===== src/common/cache_pkg.sv =====
//==========================================================================
// L1 data cache shared definitions
// Geometry, address split, line layout, opcodes and bus tags
//==========================================================================

package cache_pkg;

  // Cache geometry, 4 ways x 4 sets x 64 B
  localparam int NUM_WAYS       = 4;
  localparam int NUM_SETS       = 4;
  localparam int LINE_BYTES     = 64;
  localparam int BEATS_PER_LINE = 8;
  localparam int WAY_W          = $clog2(NUM_WAYS);

  // Address and data widths
  localparam int ADDR_W   = 64;
  localparam int DATA_W   = 64;
  localparam int OFFSET_W = 6;
  localparam int INDEX_W  = 2;
  localparam int TAG_W    = ADDR_W - INDEX_W - OFFSET_W;

  // Byte address split, tag in the top bits
  typedef struct packed {
    logic [TAG_W-1:0]    tag;
    logic [INDEX_W-1:0]  index;
    logic [OFFSET_W-1:0] offset;
  } cache_addr_t;

  // One line, beat 0 in the low 64 bits
  typedef logic [BEATS_PER_LINE-1:0][DATA_W-1:0] cache_line_t;

  // Loads first, then stores
  typedef enum logic [3:0] {
    LD, LW, LH, LB, LWU, LHU, LBU,
    SD, SW, SH, SB
  } mem_op_e;

  // Memory request tags
  typedef enum logic [1:0] {
    MEM_READ  = 2'b01,
    MEM_WRITE = 2'b10
  } bus_tag_e;

  // CPU access, held for the whole access
  typedef struct packed {
    logic              write;
    cache_addr_t       addr;
    logic [DATA_W-1:0] value;
    mem_op_e           op;
  } cpu_req_t;

  // One request bus beat, address or data
  typedef struct packed {
    logic [DATA_W-1:0] data;
    bus_tag_e          tag;
  } bus_req_t;

  // Controller states
  typedef enum logic [2:0] {
    IDLE, LOOKUP, WRITE_BACK, FILL, REFILL
  } ctrl_state_e;

endpackage


===== src/cache/cache_ctrl.sv =====
//==========================================================================
// Cache access controller
// Sequences lookup, victim write-back, line fill and replay
//==========================================================================
`timescale 1ns/1ps

module cache_ctrl (
  input  logic                          clk,
  input  logic                          reset,
  input  logic                          access,
  input  cache_pkg::cpu_req_t           cpu_req,
  input  logic                          hit,
  input  logic                          victim_dirty,
  input  logic [cache_pkg::DATA_W-1:0]  load_value,
  output logic                          busy,
  output logic                          done,
  output logic [cache_pkg::DATA_W-1:0]  load_data,
  output cache_pkg::cpu_req_t           held_req,
  output logic                          line_we,
  output logic                          line_dirty,
  output logic                          hit_update,
  output logic                          fill_start,
  output logic                          wb_start,
  input  logic                          fill_done,
  input  logic                          wb_done
);
  import cache_pkg::*;

  ctrl_state_e state;
  ctrl_state_e state_next;
  logic        take_req;

  // Busy also covers the done cycle, so a held access is not taken twice
  assign busy = (state != IDLE) || done;
  assign take_req = (state == IDLE) && access && !busy;

  // Store misses will dirty the line on replay anyway
  assign line_dirty = held_req.write;

  always_comb begin
    state_next = state;
    wb_start   = 1'b0;
    fill_start = 1'b0;
    line_we    = 1'b0;
    hit_update = 1'b0;
    case (state)
      IDLE: begin
        if (take_req) begin
          state_next = LOOKUP;
        end
      end
      LOOKUP: begin
        if (hit) begin
          // Store merge lands at the same edge as done
          hit_update = held_req.write;
          state_next = IDLE;
        end else if (victim_dirty) begin
          wb_start   = 1'b1;
          state_next = WRITE_BACK;
        end else begin
          fill_start = 1'b1;
          state_next = FILL;
        end
      end
      WRITE_BACK: begin
        // Fill goes out right after the victim leaves
        if (wb_done) begin
          fill_start = 1'b1;
          state_next = FILL;
        end
      end
      FILL: begin
        if (fill_done) begin
          state_next = REFILL;
        end
      end
      REFILL: begin
        // Line goes into the victim way, then replay as a hit
        line_we    = 1'b1;
        state_next = LOOKUP;
      end
      default: begin
        state_next = IDLE;
      end
    endcase
  end

  always_ff @(posedge clk) begin
    if (!reset) begin
      state <= IDLE;
      done  <= 1'b0;
    end else begin
      state <= state_next;
      done  <= (state == LOOKUP) && hit;
    end
  end

  // Request and load result
  always_ff @(posedge clk) begin
    if (take_req) begin
      held_req <= cpu_req;
    end
    if ((state == LOOKUP) && hit) begin
      load_data <= load_value;
    end
  end

endmodule


===== config.mk =====
export PLATFORM = sky130hd
export DESIGN_NAME = cache_ctrl
export DESIGN_NICKNAME = d
export VERILOG_FILES = /design/src/common/cache_pkg.sv /design/src/cache/cache_ctrl.sv
export SDC_FILE = /design/constraint.sdc
export NUM_CORES = 1
export LEC_CHECK = 0
export BUFFER_PORTS_ARGS = -buffer_cell sky130_fd_sc_hd__buf_2
export CAP_MARGIN = 0
export CORE_AREA = 2 2 157 159
export CTS_CLUSTER_DIAMETER = 50
export DETAILED_ROUTE_END_ITERATION = 16
export DIE_AREA = 0 0 159 161
export SYNTH_ARGS = -nofsm -noshare
export SYNTH_HDL_FRONTEND = slang
export SYNTH_SLANG_ARGS = --single-unit

===== constraint.sdc =====
create_clock -name clk -period 44.5 [get_ports clk]
set_input_delay 8.9 -clock clk [delete_from_list [all_inputs] [get_ports clk]]
set_output_delay 8.9 -clock clk [all_outputs]
set_load 0.1 [all_outputs]

### Word level (Yosys, flattened, before mapping)

Cells that the tools add are included.
W data, S select, Z words.

| cells by class | value |
|---|---|
| eq/ne operators | 7 |
| muxes and demuxes | 16 |
| reduce and logical (&&, ||, !) cells | 8 |

Operators with widths:

| kind | count |
|---|---|
| $pmux W3 S5 | 1 |
| $mux W1 | 10 |
| $mux W3 | 3 |
| $eq A3 B2 Y1 const B | 2 |
| $ne A2 B2 Y1 const B | 3 |
| $eq A3 B1 Y1 const B | 1 |
| $eq A3 B3 Y1 const B | 1 |
| $logic_and A1 B1 Y1 | 3 |
| $logic_not A3 Y1 | 1 |
| $reduce_and A3 Y1 | 1 |
| $reduce_bool A3 Y1 | 1 |
| $mux W2 | 1 |
| $pmux W1 S2 | 1 |
| $logic_not A1 Y1 | 1 |
| $logic_or A1 B1 Y1 | 1 |

| storage, ports and cells | value |
|---|---|
| bits in registers | 201 |
| bits of input ports | 204 |
| output and inout port bits | 204 |
| logic and storage cells | 40 |

### Logic depth before layout (Yosys ltp)

| logic depth | value |
|---|---|
| word-level depth | 6 |
| depth in mapped cells | 4 |
| depth with buffers taken out | 3 |

### Least setup slack after synthesis

Ideal clock, no wire load.

| path | value |
|---|---|
| path kind | input to register |
| start | input port access |
| end | register held_req[0] in the netlist's numbering, enable pin |
| setup time | 951 ps |
| arrival | 21,483 ps |
| data required time | 43,549 ps |
| setup slack | 22,066 ps |
| cell stages on the path | 2 |
| buffers on the path | 0 |
| cells stage by stage | nand2b_1 -> nor4_1 |

| between the ends | value |
|---|---|
| longest elaborated chain between the ends | 2 |

RTL lines:

| item | RTL line | text |
|---|---|---|
| start: declaration | cache_ctrl.sv:10 | `input logic access,` |
| $logic_and A1 B1 Y1 (2 in a row) | cache_ctrl.sv:35 | `assign take_req = (state == IDLE) && access && !busy;` |
| net take_req | cache_ctrl.sv:31 | `logic take_req;` |
| end signal: assignment | cache_ctrl.sv:101 | `held_req <= cpu_req;` |
| end: declaration | cache_ctrl.sv:18 | `output cache_pkg::cpu_req_t held_req,` |

The timed path passes the listed nets, and every way through them passes these cells.
A chain may end at the register's enable or synchronous reset.

### Worst setup path after layout

| path | value |
|---|---|
| start | input port hit |
| end | output port hit_update |

| between the ends | value |
|---|---|
| longest elaborated chain between the ends | 2 |

RTL lines:

| item | RTL line | text |
|---|---|---|
| start: declaration | cache_ctrl.sv:12 | `input logic hit,` |
| $mux W1 | cache_ctrl.sv:53 | `if (hit) begin` |
| $mux W1 | cache_ctrl.sv:46 | `case (state)` |
| end: declaration | cache_ctrl.sv:21 | `output logic hit_update,` |

No other way between the ends.

==> results.py <==
metrics = {
    "power": {
        "cellPowerDensity_nw_per_um2": 68.25,
        "p_leak_uw": 0.003972,
        "p_seq_share_pct": 37.8,
        "p_sw_uw": 271.1,
        "p_comb_share_pct": 32.1,
        "p_int_uw": 375.9,
        "clock_power_share_pct": 30.0,
        "peakVddDrop_uv": 48.23,
        "p_sw_share_pct": 41.91,
    },
    "synth": {
        "async_reset_ff_share_pct": 0,
        "synthTopCellsByCount": "197 x edfxtp_1, 4 x dfxtp_1, 4 x nor2_1",
        "yosysWarnings": 0,
        "synth_nets": 436,
        "yosys-top-cells-area": "edfxtp_1 95%, dfxtp_1 1.3%, mux2i_1 0.32%",
        "synth.most_common_cell": "edfxtp_1",
        "synth_seq_area_share_pct": 96.79,
        "synth_area_um2": 6195,
        "synthFlopType": "edfxtp_1",
        "synth_seq_cells": 201,
        "synth_cell_types": 22,
        "synth_top_cell_by_area": "edfxtp_1",
        "syn_area_per_cell_um2": 26.70,
        "synthCells": 232,
        "synth_top_area_share_pct": 95.50,
        "synth_enable_flop_cells": 197,
    },
    "routing": {
        "vias_per_cell": 3.854,
        "vias": 3904,
        "drcViolationCount": 0,
        "wl_per_cell_um": 16.37,
        "ant_nets": 0,
        "drt_iter0_markers": 195,
        "drt_pass1_iterations": 4,
        "wl_um": 16580,
    },
    "floorplanning": {
        "start_util_pct": 25.85,
        "rows": 57,
        "die_h_um": 161,
        "die_area_um2": 25600,
        "core_um2": 23960,
        "pin_count": 408,
        "die_w_um": 159,
    },
    "clocking": {
        "clkSlewWorstSetupHoldPaths_ps": 60,
        "cts_setup_buffers": 0,
        "clkSinkCount": 201,
        "clkLatencyLatePin_ps": 530,
        "cts_tree": "built",
        "cts-root-buf": "clkbuf_16",
        "cts_max_level": 1,
        "ctsResizeCount": 0,
        "cts-hold-fix-buffers": 0,
        "cts_made_buffers": 26,
        "clk_path_buf_depth": 3,
    },
    "min_path": {
        "hp-class": "reg2reg",
    },
    "timing": {
        "final-setup-viol-count": 0,
        "tns_ps": 0,
        "worstMarginPinSlew_ps": 1017,
        "final-hold-violation-count": 0,
        "setup_ws_ps": 25490,
        "rsz0062_at_grt": "false",
        "max_clock_freq_mhz": 52.62,
        "min_period_ps": 19010,
        "fin_crit_sh_pct": 42.71,
        "fin_worst_skew_ps": 13.87,
        "maxSlewViolCount": 0,
        "relSlewSlack_pct": 32.21,
    },
    "run_status": {
        "outcome": "finished clean",
    },
    "layout": {
        "drive_above_1_share_pct": 66.08,
        "fin_util_pct": 39.56,
        "syn2layout_area_growth_pct": 53.02,
        "nNetsFinal": 872,
        "fillers": 2264,
    },
    "critical_path": {
        "crit_required_ps": 35600,
        "cp_max_fo": 26,
        "arrival_ps": 10110,
        "r2r_slack_ps": 41850,
        "worstSetupEndpointType": "primary output",
        "startpoint_type": "input pin",
        "worst-setup-path-type": "in2out",
    },
    "grt": {
        "antenna_found_initial": 7,
        "first_global_vias": 4055,
        "grt_first_pass_wirelength_um": 23820,
        "grt_max_degree": 81,
        "grt_overflow": 0,
        "grt_usage_pct": 12.36,
    },
    "place": {
        "hpwl_um": 13050,
        "place_congestion": 0.8193,
        "post-place-ws_ps": 25470,
        "port-buffer-count": 407,
    },
    "flow_run": {
        "cap_violations": 0,
    },
}
==> cells by family (layout without fill, tap and decap cells) <==
family | after synthesis | in the layout | synth area share [%]
other cells | 0 | 2 | 0
simple gates | 19 | 19 | 1.717
mux | 2 | 2 | 0.3232
flops | 201 | 201 | 96.79
compound gates | 5 | 5 | 0.6260
buf+inv | 5 | 460 | 0.5451
==> through the flow <==
step	std cells	instance area (um2)	hold WS [ps]	power (uW)
6_report	1013	9479	610.5	647.0
5_1_grt	1012	9477	644.1	667.6
4_1_cts	1011	9474	606.0	655.4
3_5_place_dp	964	8648	592.6	458.8
3_3_place_gp	964	8648	580.7	457.1
2_1_floorplan	232	6195	574.8	430.8
==> layer usage <==
layer / track usage, % / routed length, um / vias up
li1: - / - / 1814
met1: 12.95 / 5665 / 1756
met2: 21.68 / 8253 / 276
met3: 6.471 / 2191 / 46
met4: 3.595 / 383 / 12
met5: 0 / 88 / -
==> worst paths after layout <==
check	to	start	depth (start not counted)
worst max register to register	held_req[101]$_DFFE_PP_	state[1]$_SDFFE_PN0P_	3
worst min-delay path	state[2]$_SDFFE_PN0P_	state[0]$_SDFFE_PN0P_	2
worst max-delay path	hit_update	hit	5
worst min register to register	state[2]$_SDFFE_PN0P_	state[0]$_SDFFE_PN0P_	2
==> cells in the final DEF (no fill, tap or decap), types with 2 or more instances in the layout <==
cell type   count
nor3_1          2
dfxtp_1         4
nand2_1         2
clkinvlp_4      2
clkinv_8        2
edfxtp_1      197
clkinv_1        5
inv_8           2
diode_2         2
buf_4           4
nand3_1         2
mux2i_1         2
clkinv_4        3
a32oi_1         2
clkbuf_16      26
clkinv_2        2
clkbuf_1        3
and2_1          2
nor4_2          2
nor2_1          4
buf_2         407
==> flip-flops by register name, indices dropped and copies added (netlist names) <==
name,count
held_req,132
load_data,64
state,3
done,1
line_dirty,1
==> worst max-delay path, stage by stage <==
cell and delay, ps:
buf_2 100, and3_2 160, buf_4 320, and2_1 170, buf_2 420
==> area by class of cell <==
class / count / area (um2) / area share (%)
clock inverters: 18 / 163.9 / 1.729
inverters: 2 / 7.507 / 0.07920
flip-flops and latches: 201 / 5996 / 63.25
repair buffers: 411 / 2067 / 21.81
well taps: 324 / 405.4 / 4.277
multi-input cells: 26 / 172.7 / 1.822
diodes: 2 / 5.005 / 0.05280
clock buffers: 29 / 661.9 / 6.983
==> power by group through the flow <==
stage               clock network, uW  logic, uW  registers, uW
floorplan                           0       19.6            411
global placement                    0        209            248
detailed placement                  0        210            249
CTS                               200        210            245
global route                      207        213            247
finish                            194        208            245
Note: power is estimated with default switching activity, not from simulation.
