### src/common/cache_pkg.sv
//==========================================================================
// L1 data cache shared definitions
// Geometry, address split, line layout, opcodes and bus tags
//==========================================================================

package cache_pkg;

  // Cache geometry, 4 ways x 4 sets x 64 B
  localparam int NUM_WAYS       = 4;
  localparam int NUM_SETS       = 4;
  localparam int LINE_BYTES     = 64;
  localparam int BEATS_PER_LINE = 8;
  localparam int WAY_W          = $clog2(NUM_WAYS);

  // Address and data widths
  localparam int ADDR_W   = 64;
  localparam int DATA_W   = 64;
  localparam int OFFSET_W = 6;
  localparam int INDEX_W  = 2;
  localparam int TAG_W    = ADDR_W - INDEX_W - OFFSET_W;

  // Byte address split, tag in the top bits
  typedef struct packed {
    logic [TAG_W-1:0]    tag;
    logic [INDEX_W-1:0]  index;
    logic [OFFSET_W-1:0] offset;
  } cache_addr_t;

  // One line, beat 0 in the low 64 bits
  typedef logic [BEATS_PER_LINE-1:0][DATA_W-1:0] cache_line_t;

  // Loads first, then stores
  typedef enum logic [3:0] {
    LD, LW, LH, LB, LWU, LHU, LBU,
    SD, SW, SH, SB
  } mem_op_e;

  // Memory request tags
  typedef enum logic [1:0] {
    MEM_READ  = 2'b01,
    MEM_WRITE = 2'b10
  } bus_tag_e;

  // CPU access, held for the whole access
  typedef struct packed {
    logic              write;
    cache_addr_t       addr;
    logic [DATA_W-1:0] value;
    mem_op_e           op;
  } cpu_req_t;

  // One request bus beat, address or data
  typedef struct packed {
    logic [DATA_W-1:0] data;
    bus_tag_e          tag;
  } bus_req_t;

  // Controller states
  typedef enum logic [2:0] {
    IDLE, LOOKUP, WRITE_BACK, FILL, REFILL
  } ctrl_state_e;

endpackage

### src/cache/bus_engine.sv
//==========================================================================
// Memory bus engine
// Sends fill and write-back requests, collects fill beats into a line
//==========================================================================
`timescale 1ns/1ps

module bus_engine (
  input  logic                          clk,
  input  logic                          reset,
  input  logic                          fill_start,
  input  logic                          wb_start,
  input  logic [cache_pkg::ADDR_W-1:0]  fill_addr,
  input  logic [cache_pkg::ADDR_W-1:0]  wb_addr,
  input  cache_pkg::cache_line_t        wb_line,
  output logic                          req_cyc,
  output cache_pkg::bus_req_t           bus_req,
  input  logic                          req_ack,
  input  logic                          resp_cyc,
  input  logic [cache_pkg::DATA_W-1:0]  resp_data,
  output logic                          resp_ack,
  output cache_pkg::cache_line_t        fill_line,
  output logic                          fill_done,
  output logic                          wb_done
);
  import cache_pkg::*;

  logic        wb_active;
  logic        wb_data;
  logic [2:0]  req_cnt;
  logic [2:0]  next_cnt;
  logic [2:0]  resp_cnt;
  logic        req_accept;
  logic        last_beat;
  cache_line_t line_buf;

  assign req_accept = req_cyc && req_ack;
  assign next_cnt   = req_cnt + 3'd1;
  assign last_beat  = wb_data && (req_cnt == 3'(BEATS_PER_LINE - 1));
  assign fill_line  = line_buf;

  always_ff @(posedge clk) begin
    if (!reset) begin
      req_cyc   <= 1'b0;
      wb_active <= 1'b0;
      wb_data   <= 1'b0;
      req_cnt   <= '0;
      wb_done   <= 1'b0;
      resp_cnt  <= '0;
      resp_ack  <= 1'b0;
      fill_done <= 1'b0;
    end else begin
      wb_done   <= 1'b0;
      fill_done <= 1'b0;
      // One acknowledge per captured beat
      resp_ack  <= resp_cyc;
      if (wb_start) begin
        req_cyc   <= 1'b1;
        wb_active <= 1'b1;
        wb_data   <= 1'b0;
        req_cnt   <= '0;
      end else if (fill_start) begin
        req_cyc  <= 1'b1;
        resp_cnt <= '0;
      end else if (req_accept) begin
        if (!wb_active) begin
          // Fill is a single address beat
          req_cyc <= 1'b0;
        end else if (!wb_data) begin
          wb_data <= 1'b1;
        end else if (last_beat) begin
          req_cyc   <= 1'b0;
          wb_active <= 1'b0;
          wb_data   <= 1'b0;
          wb_done   <= 1'b1;
        end else begin
          req_cnt <= next_cnt;
        end
      end
      if (resp_cyc) begin
        resp_cnt  <= resp_cnt + 3'd1;
        fill_done <= (resp_cnt == 3'(BEATS_PER_LINE - 1));
      end
    end
  end

  // Beat payload holds until accepted
  always_ff @(posedge clk) begin
    if (wb_start) begin
      bus_req.data <= wb_addr;
      bus_req.tag  <= MEM_WRITE;
      line_buf     <= wb_line;
    end else if (fill_start) begin
      bus_req.data <= fill_addr;
      bus_req.tag  <= MEM_READ;
    end else if (req_accept && wb_active) begin
      // Address beat first, then beats 0 to 7
      bus_req.data <= wb_data ? line_buf[next_cnt] : line_buf[0];
    end
    if (resp_cyc) begin
      line_buf[resp_cnt] <= resp_data;
    end
  end

endmodule

### config.mk
export PLATFORM = sky130hd
export DESIGN_NAME = bus_engine
export DESIGN_NICKNAME = d
export VERILOG_FILES = /design/src/common/cache_pkg.sv /design/src/cache/bus_engine.sv
export SDC_FILE = /design/constraint.sdc
export NUM_CORES = 1
export LEC_CHECK = 0
export BUFFER_PORTS_ARGS = -buffer_cell sky130_fd_sc_hd__buf_4
export CAP_MARGIN = 20
export CORE_AREA = 2 2 505 507
export CTS_CLUSTER_DIAMETER = 50
export DETAILED_ROUTE_END_ITERATION = 8
export DIE_AREA = 0 0 507 509
export HOLD_SLACK_MARGIN = 0.05
export PLACE_DENSITY = 0.36
export SYNTH_ARGS = -nofsm -noshare
export SYNTH_HDL_FRONTEND = slang
export SYNTH_SLANG_ARGS = --single-unit
### constraint.sdc
create_clock -name clk -period 2.5 [get_ports clk]
set_input_delay 0.25 -clock clk [delete_from_list [all_inputs] [get_ports clk]]
set_output_delay 0.25 -clock clk [all_outputs]
set_load 0.02 [all_outputs]
## Yosys cells after proc, flatten, opt, wreduce, memory -nomap -nowiden

Cells that the tools add are included.

| operators by class | value |
|---|---|
| equality and inequality tests | 6 |
| add/sub/neg operators | 2 |
| bitwise operators | 6 |
| reductions and logical operators | 16 |
| $lt $le $gt $ge | 3 |
| mux-type cells | 28 |

Operators by type and width:

| cell | count |
|---|---|
| two-way mux 512 bit | 2 |
| bitwise mux 512 bit | 1 |
| two-way mux 64 bit | 5 |
| binary-select mux 64 bit (select 3 bit) | 1 |
| demux 64 bit (select 3 bit) | 1 |
| two-way mux 66 bit | 1 |
| two-way mux 1 bit | 13 |
| two-way mux 3 bit | 3 |
| less-than comparator 3 x 4 -> 1 bit, second input constant | 2 |
| inequality test 4 x 3 -> 1 bit, second input constant | 2 |
| adder 3 x 1 -> 3 bit, second input constant | 2 |
| equality test 3 bit, second input constant | 2 |
| NOT 1 bit | 6 |
| AND reduction 2 bit | 3 |
| AND reduction 3 bit | 2 |
| nonzero test 3 bit | 2 |
| OR reduction 6 bit | 1 |
| AND reduction 5 bit | 1 |
| logical AND 1 bit | 4 |
| inequality test 2 x 1 -> 1 bit, second input constant | 2 |
| nonzero test 2 bit | 2 |
| greater-or-equal comparator 3 x 1 -> 1 bit, second input constant | 1 |
| two-way mux 2 bit | 1 |
| OR reduction 2 bit | 1 |

| storage, ports and cells | value |
|---|---|
| logic and storage cells | 79 |
| flip-flop bits (word level) | 590 |

## Logic depth before layout (Yosys ltp)

| logic depth | value |
|---|---|
| depth in word-level cells | 8 |
| depth in mapped cells | 7 |
| mapped depth without buffers | 5 |

## Worst setup path before layout

Ideal clock, no wire load.

| timing path | value |
|---|---|
| path kind | input port to flip-flop |
| from | input wb_start |
| to | register bus_req[10] (netlist name) (enable) |
| cell stages on the path | 5 |
| data required time | 2076 ps |
| setup slack | -216 ps |
| arrival time | 2292 ps |
| setup time | 424 ps |
| path buffers | 3 |
| path through | buf_4 -> buf_2 -> clkbuf_1 -> nor2_1 -> nand2_1 |

| on the way | value |
|---|---|
| word-level cells in the longest chain between the ends | 1 |

Ends and longest elaborated chain:

| element | RTL line | text |
|---|---|---|
| from (decl) | bus_engine.sv:11 | `input logic wb_start,` |
| nonzero test 3 bit (no source line) | n/a |  |
| to (decl) | bus_engine.sv:16 | `output cache_pkg::bus_req_t bus_req,` |

Every way passes these cells.
A chain may end at the register's enable or synchronous reset.

## Worst setup path in the final report

| timing path | value |
|---|---|
| from | register resp_cnt[1] |
| to | register line_buf (netlist bit fill_line[447]) |

| on the way | value |
|---|---|
| word-level cells in the longest chain between the ends | 6 |
| elaborated cells between the ends (all ways) | 7 |

Ends and longest elaborated chain:

| element | RTL line | text |
|---|---|---|
| from (decl) | bus_engine.sv:31 | `logic [2:0] resp_cnt;` |
| from (signal assigned) | bus_engine.sv:80 | `resp_cnt <= resp_cnt + 3'd1;` |
| less-than comparator 3 x 4 -> 1 bit (implied by the code) or greater-or-equal comparator 3 x 1 -> 1 bit (tied branches) | bus_engine.sv:100 | `line_buf[resp_cnt] <= resp_data;` |
| logical AND 1 bit (implied by the code) | bus_engine.sv:100 |  |
| two-way mux 64 bit (implied by the code) | bus_engine.sv:100 |  |
| demux 64 bit (select 3 bit) (*) | bus_engine.sv:100 |  |
| bitwise mux 512 bit (*) | bus_engine.sv:100 |  |
| two-way mux 512 bit (*) | bus_engine.sv:99 | `if (resp_cyc) begin` |
| to (signal assigned) | bus_engine.sv:91 | `line_buf <= wb_line;` |
| to (signal, indexed assignment) | bus_engine.sv:100 |  |
| to (decl) | bus_engine.sv:34 | `cache_line_t line_buf;` |

Mark *: on every way between the ends. The rest lies on a longest branch, timed or not.

==> results_dict.tcl <==
set metrics [dict create \
    outcome "finished, final reports clean" \
    rsz0062_at_grt "false" \
    synthCells 3300 \
    intPower_mw 28.1 \
    yosysSeqAreaShare 0.410 \
    num_rows 185 \
    cts_tree "yes" \
    clk_path_buf_depth 3 \
    dieWidth_um 507 \
    multiInputGateArea_sq_mm 0.0161 \
    r2r_cells 6 \
    num-fill-cells 27700 \
    syn_nets 4014 \
    synth_area_leaders "dfxtp_1, mux2i_1, edfxtp_1" \
    synth_top_cell_by_area "dfxtp_1" \
    clock-sinks 590 \
    fin_crit_ns 2.39 \
    h-tree-depth 4 \
    hold_depth 5 \
    cellLeakagePower_nw 25.5 \
    first_pass_iters 6 \
    grt_usage 0.179 \
    async_flop_share 0 \
    clkPwrFrac 0.461 \
    start_util 0.120 \
    worst_pin_slew_ns 0.853 \
    p_sw_frac 0.319 \
    hpwl_um 187000 \
    route.vias.total 35900 \
    grt_pass1_vias 36200 \
    synth_seq_cells 590 \
    syn_area_sq_mm 0.0303 \
    maxCapViolations 0 \
    layout_setup_ws_ns 0.109 \
    final-hold-violation-count 0 \
    critPathKind "reg -> reg" \
    antenna_found_initial 113 \
    crit_fanout 55 \
    max_freq_mhz 418 \
    wl_per_cell_um 26.5 \
    nets 6303 \
    root_buffer "clkbuf_16" \
    post_synth.cell_area_avg_sq_um 9.19 \
    ioPinCount 1292 \
    clock_insertion_delay_worst_skew_ns 0.80 \
    seq_area_sq_mm 0.0125 \
    worstPathRequired_ns 3.15 \
    dp_slack_ns 0.0504 \
    synth_edf_count 64 \
    drc 0 \
    finClkSkew_ns 0.0697 \
    drive_gt1_frac 0.313 \
    ir_drop_uv 631 \
    endpoint_kind "register" \
    post_cts_buffers 0 \
    path_clk_slew_ns 0.05 \
    syn2layout_area_growth_pct 97.1 \
    viasPerCell 3.95 \
    ys.flop_type "dfxtp_1" \
    p_switching_mw 13.2 \
    ys_warn_count 0 \
    die_y_um 509 \
    final_common_cell "buf_4" \
    globalplace.congestion 0.888 \
    slew_headroom 0.428 \
    io_buffers 1291 \
    netlist.area_leader.share 0.347 \
    hold_ws_ns 0.115 \
    p_comb_frac 0.239 \
    slew_viol_final 0 \
    drtAntennaViolNets 0 \
    grt_pass1_wl_um 319000 \
    drt_iter0_markers 2478 \
    grt_max_degree 109 \
    min_path_type "in -> reg" \
    pwr-share-seq 0.300 \
    powerDensity_mw_per_mm2 691 \
    die_area_sq_mm 0.258 \
    cts_buffers 132 \
    cp-start-kind "register" \
    synth.distinct_cells 39 \
    overflow 0 \
    core_area_sq_mm 0.253 \
    tns_ns 0 \
    setup_viol 0 \
    final_cell_mix "buf_4, dlygate4sd3_1, dfxtp_1" \
    finalCritPeriodShare 0.956 \
    worstPathArrival_ns 3.04 \
    wl_um 241000 \
]
-- stage by stage --
step	power, mW	cells	util	instance area (sq um)
5_1_grt	42.9	9077	0.236	59700
2_1_floorplan	15.3	3300	-	30300
6_report	41.3	9103	0.237	59800
3_3_place_gp	20.4	7750	0.175	44200
3_5_place_dp	20.4	7750	0.175	44200
4_1_cts	41.9	9064	0.236	59700
-- flip-flops by register name (all words and copies together), names as in the netlist --
name and count:
fill_line 512, bus_req 66, req_cnt 3, resp_cnt 3, fill_done 1, req_cyc 1, resp_ack 1, wb_active 1
wb_data 1, wb_done 1
-- power by group through the flow --
stage,Clock (mW),Combinational (mW),Sequential (mW)
floorplan,0,2.31,13.0
global placement,0,7.80,12.6
detailed placement,0,7.81,12.6
CTS,19.6,9.95,12.4
global route,20.0,10.5,12.5
finish,19.1,9.89,12.4
-- what timing repair did --
item                                     CTS  global route
endpoints found under the setup margin     0            51
resized for setup                          0             4
hold buffers                            1071             0
hold endpoints to repair                 585             0
-- cells by family (layout without fill, tap and decap cells) --
kind of cell	Yosys count	in the layout	synth area share
buf+inv	346	2744	0.0603
simple gates	808	808	0.128
compound gates	848	848	0.159
other cells	0	39	0
flops	590	590	0.410
mux	704	704	0.240
fa+ha+maj	4	4	0.00165
-- layer usage --
metal	part of all wire	global-route usage	wire, um	up-vias
li1	-	-	-	16400
met1	0.43	0.226	104000	17400
met5	0.0015	0	372	-
met2	0.46	0.295	111000	1649
met3	0.076	0.0487	18300	374
met4	0.030	0.0540	7310	58
-- critical path: stages (launching register included) --
cell and delay, ns:
dfxtp_2 0.47, nand4b_1 0.30, buf_12 0.26, buf_12 0.32, nor2_1 0.09, a21oi_1 0.05, dlygate4sd3_1 0.56
-- cell usage after synthesis, types with 64 or more instances --
| cell | number |
|---|---|
| a211oi_1 | 65 |
| a21oi_1 | 259 |
| and2_1 | 66 |
| buf_2 | 204 |
| clkbuf_1 | 71 |
| dfxtp_1 | 526 |
| edfxtp_1 | 64 |
| mux2_1 | 80 |
| mux2_2 | 112 |
| mux2i_1 | 512 |
| nand2_1 | 261 |
| nand2b_1 | 70 |
| nor2_1 | 261 |
| nor2b_1 | 65 |
| nor3b_1 | 64 |
| o21ai_0 | 284 |
| o22ai_1 | 64 |
| o31ai_1 | 128 |
-- worst paths after layout --
kind	startpoint	slack [ns]	to
min reg2reg	bus_req[1]	0.48	bus_req[1]
max	resp_cnt[1]	0.11	fill_line[447]
min	wb_addr[40]	0.11	bus_req[42]
max reg2reg	resp_cnt[1]	0.11	fill_line[447]
-- cell type report --
class	instances	share of cell area
clock buffer	173	0.0644
multi-input combinational	2364	0.270
inverter	2	0.000126
clock inverter	70	0.0159
timing repair buffer	2499	0.370
sequential	590	0.208
tap	3366	0.0704
antenna	39	0.00163
Note: power is estimated with default switching activity, not from simulation.
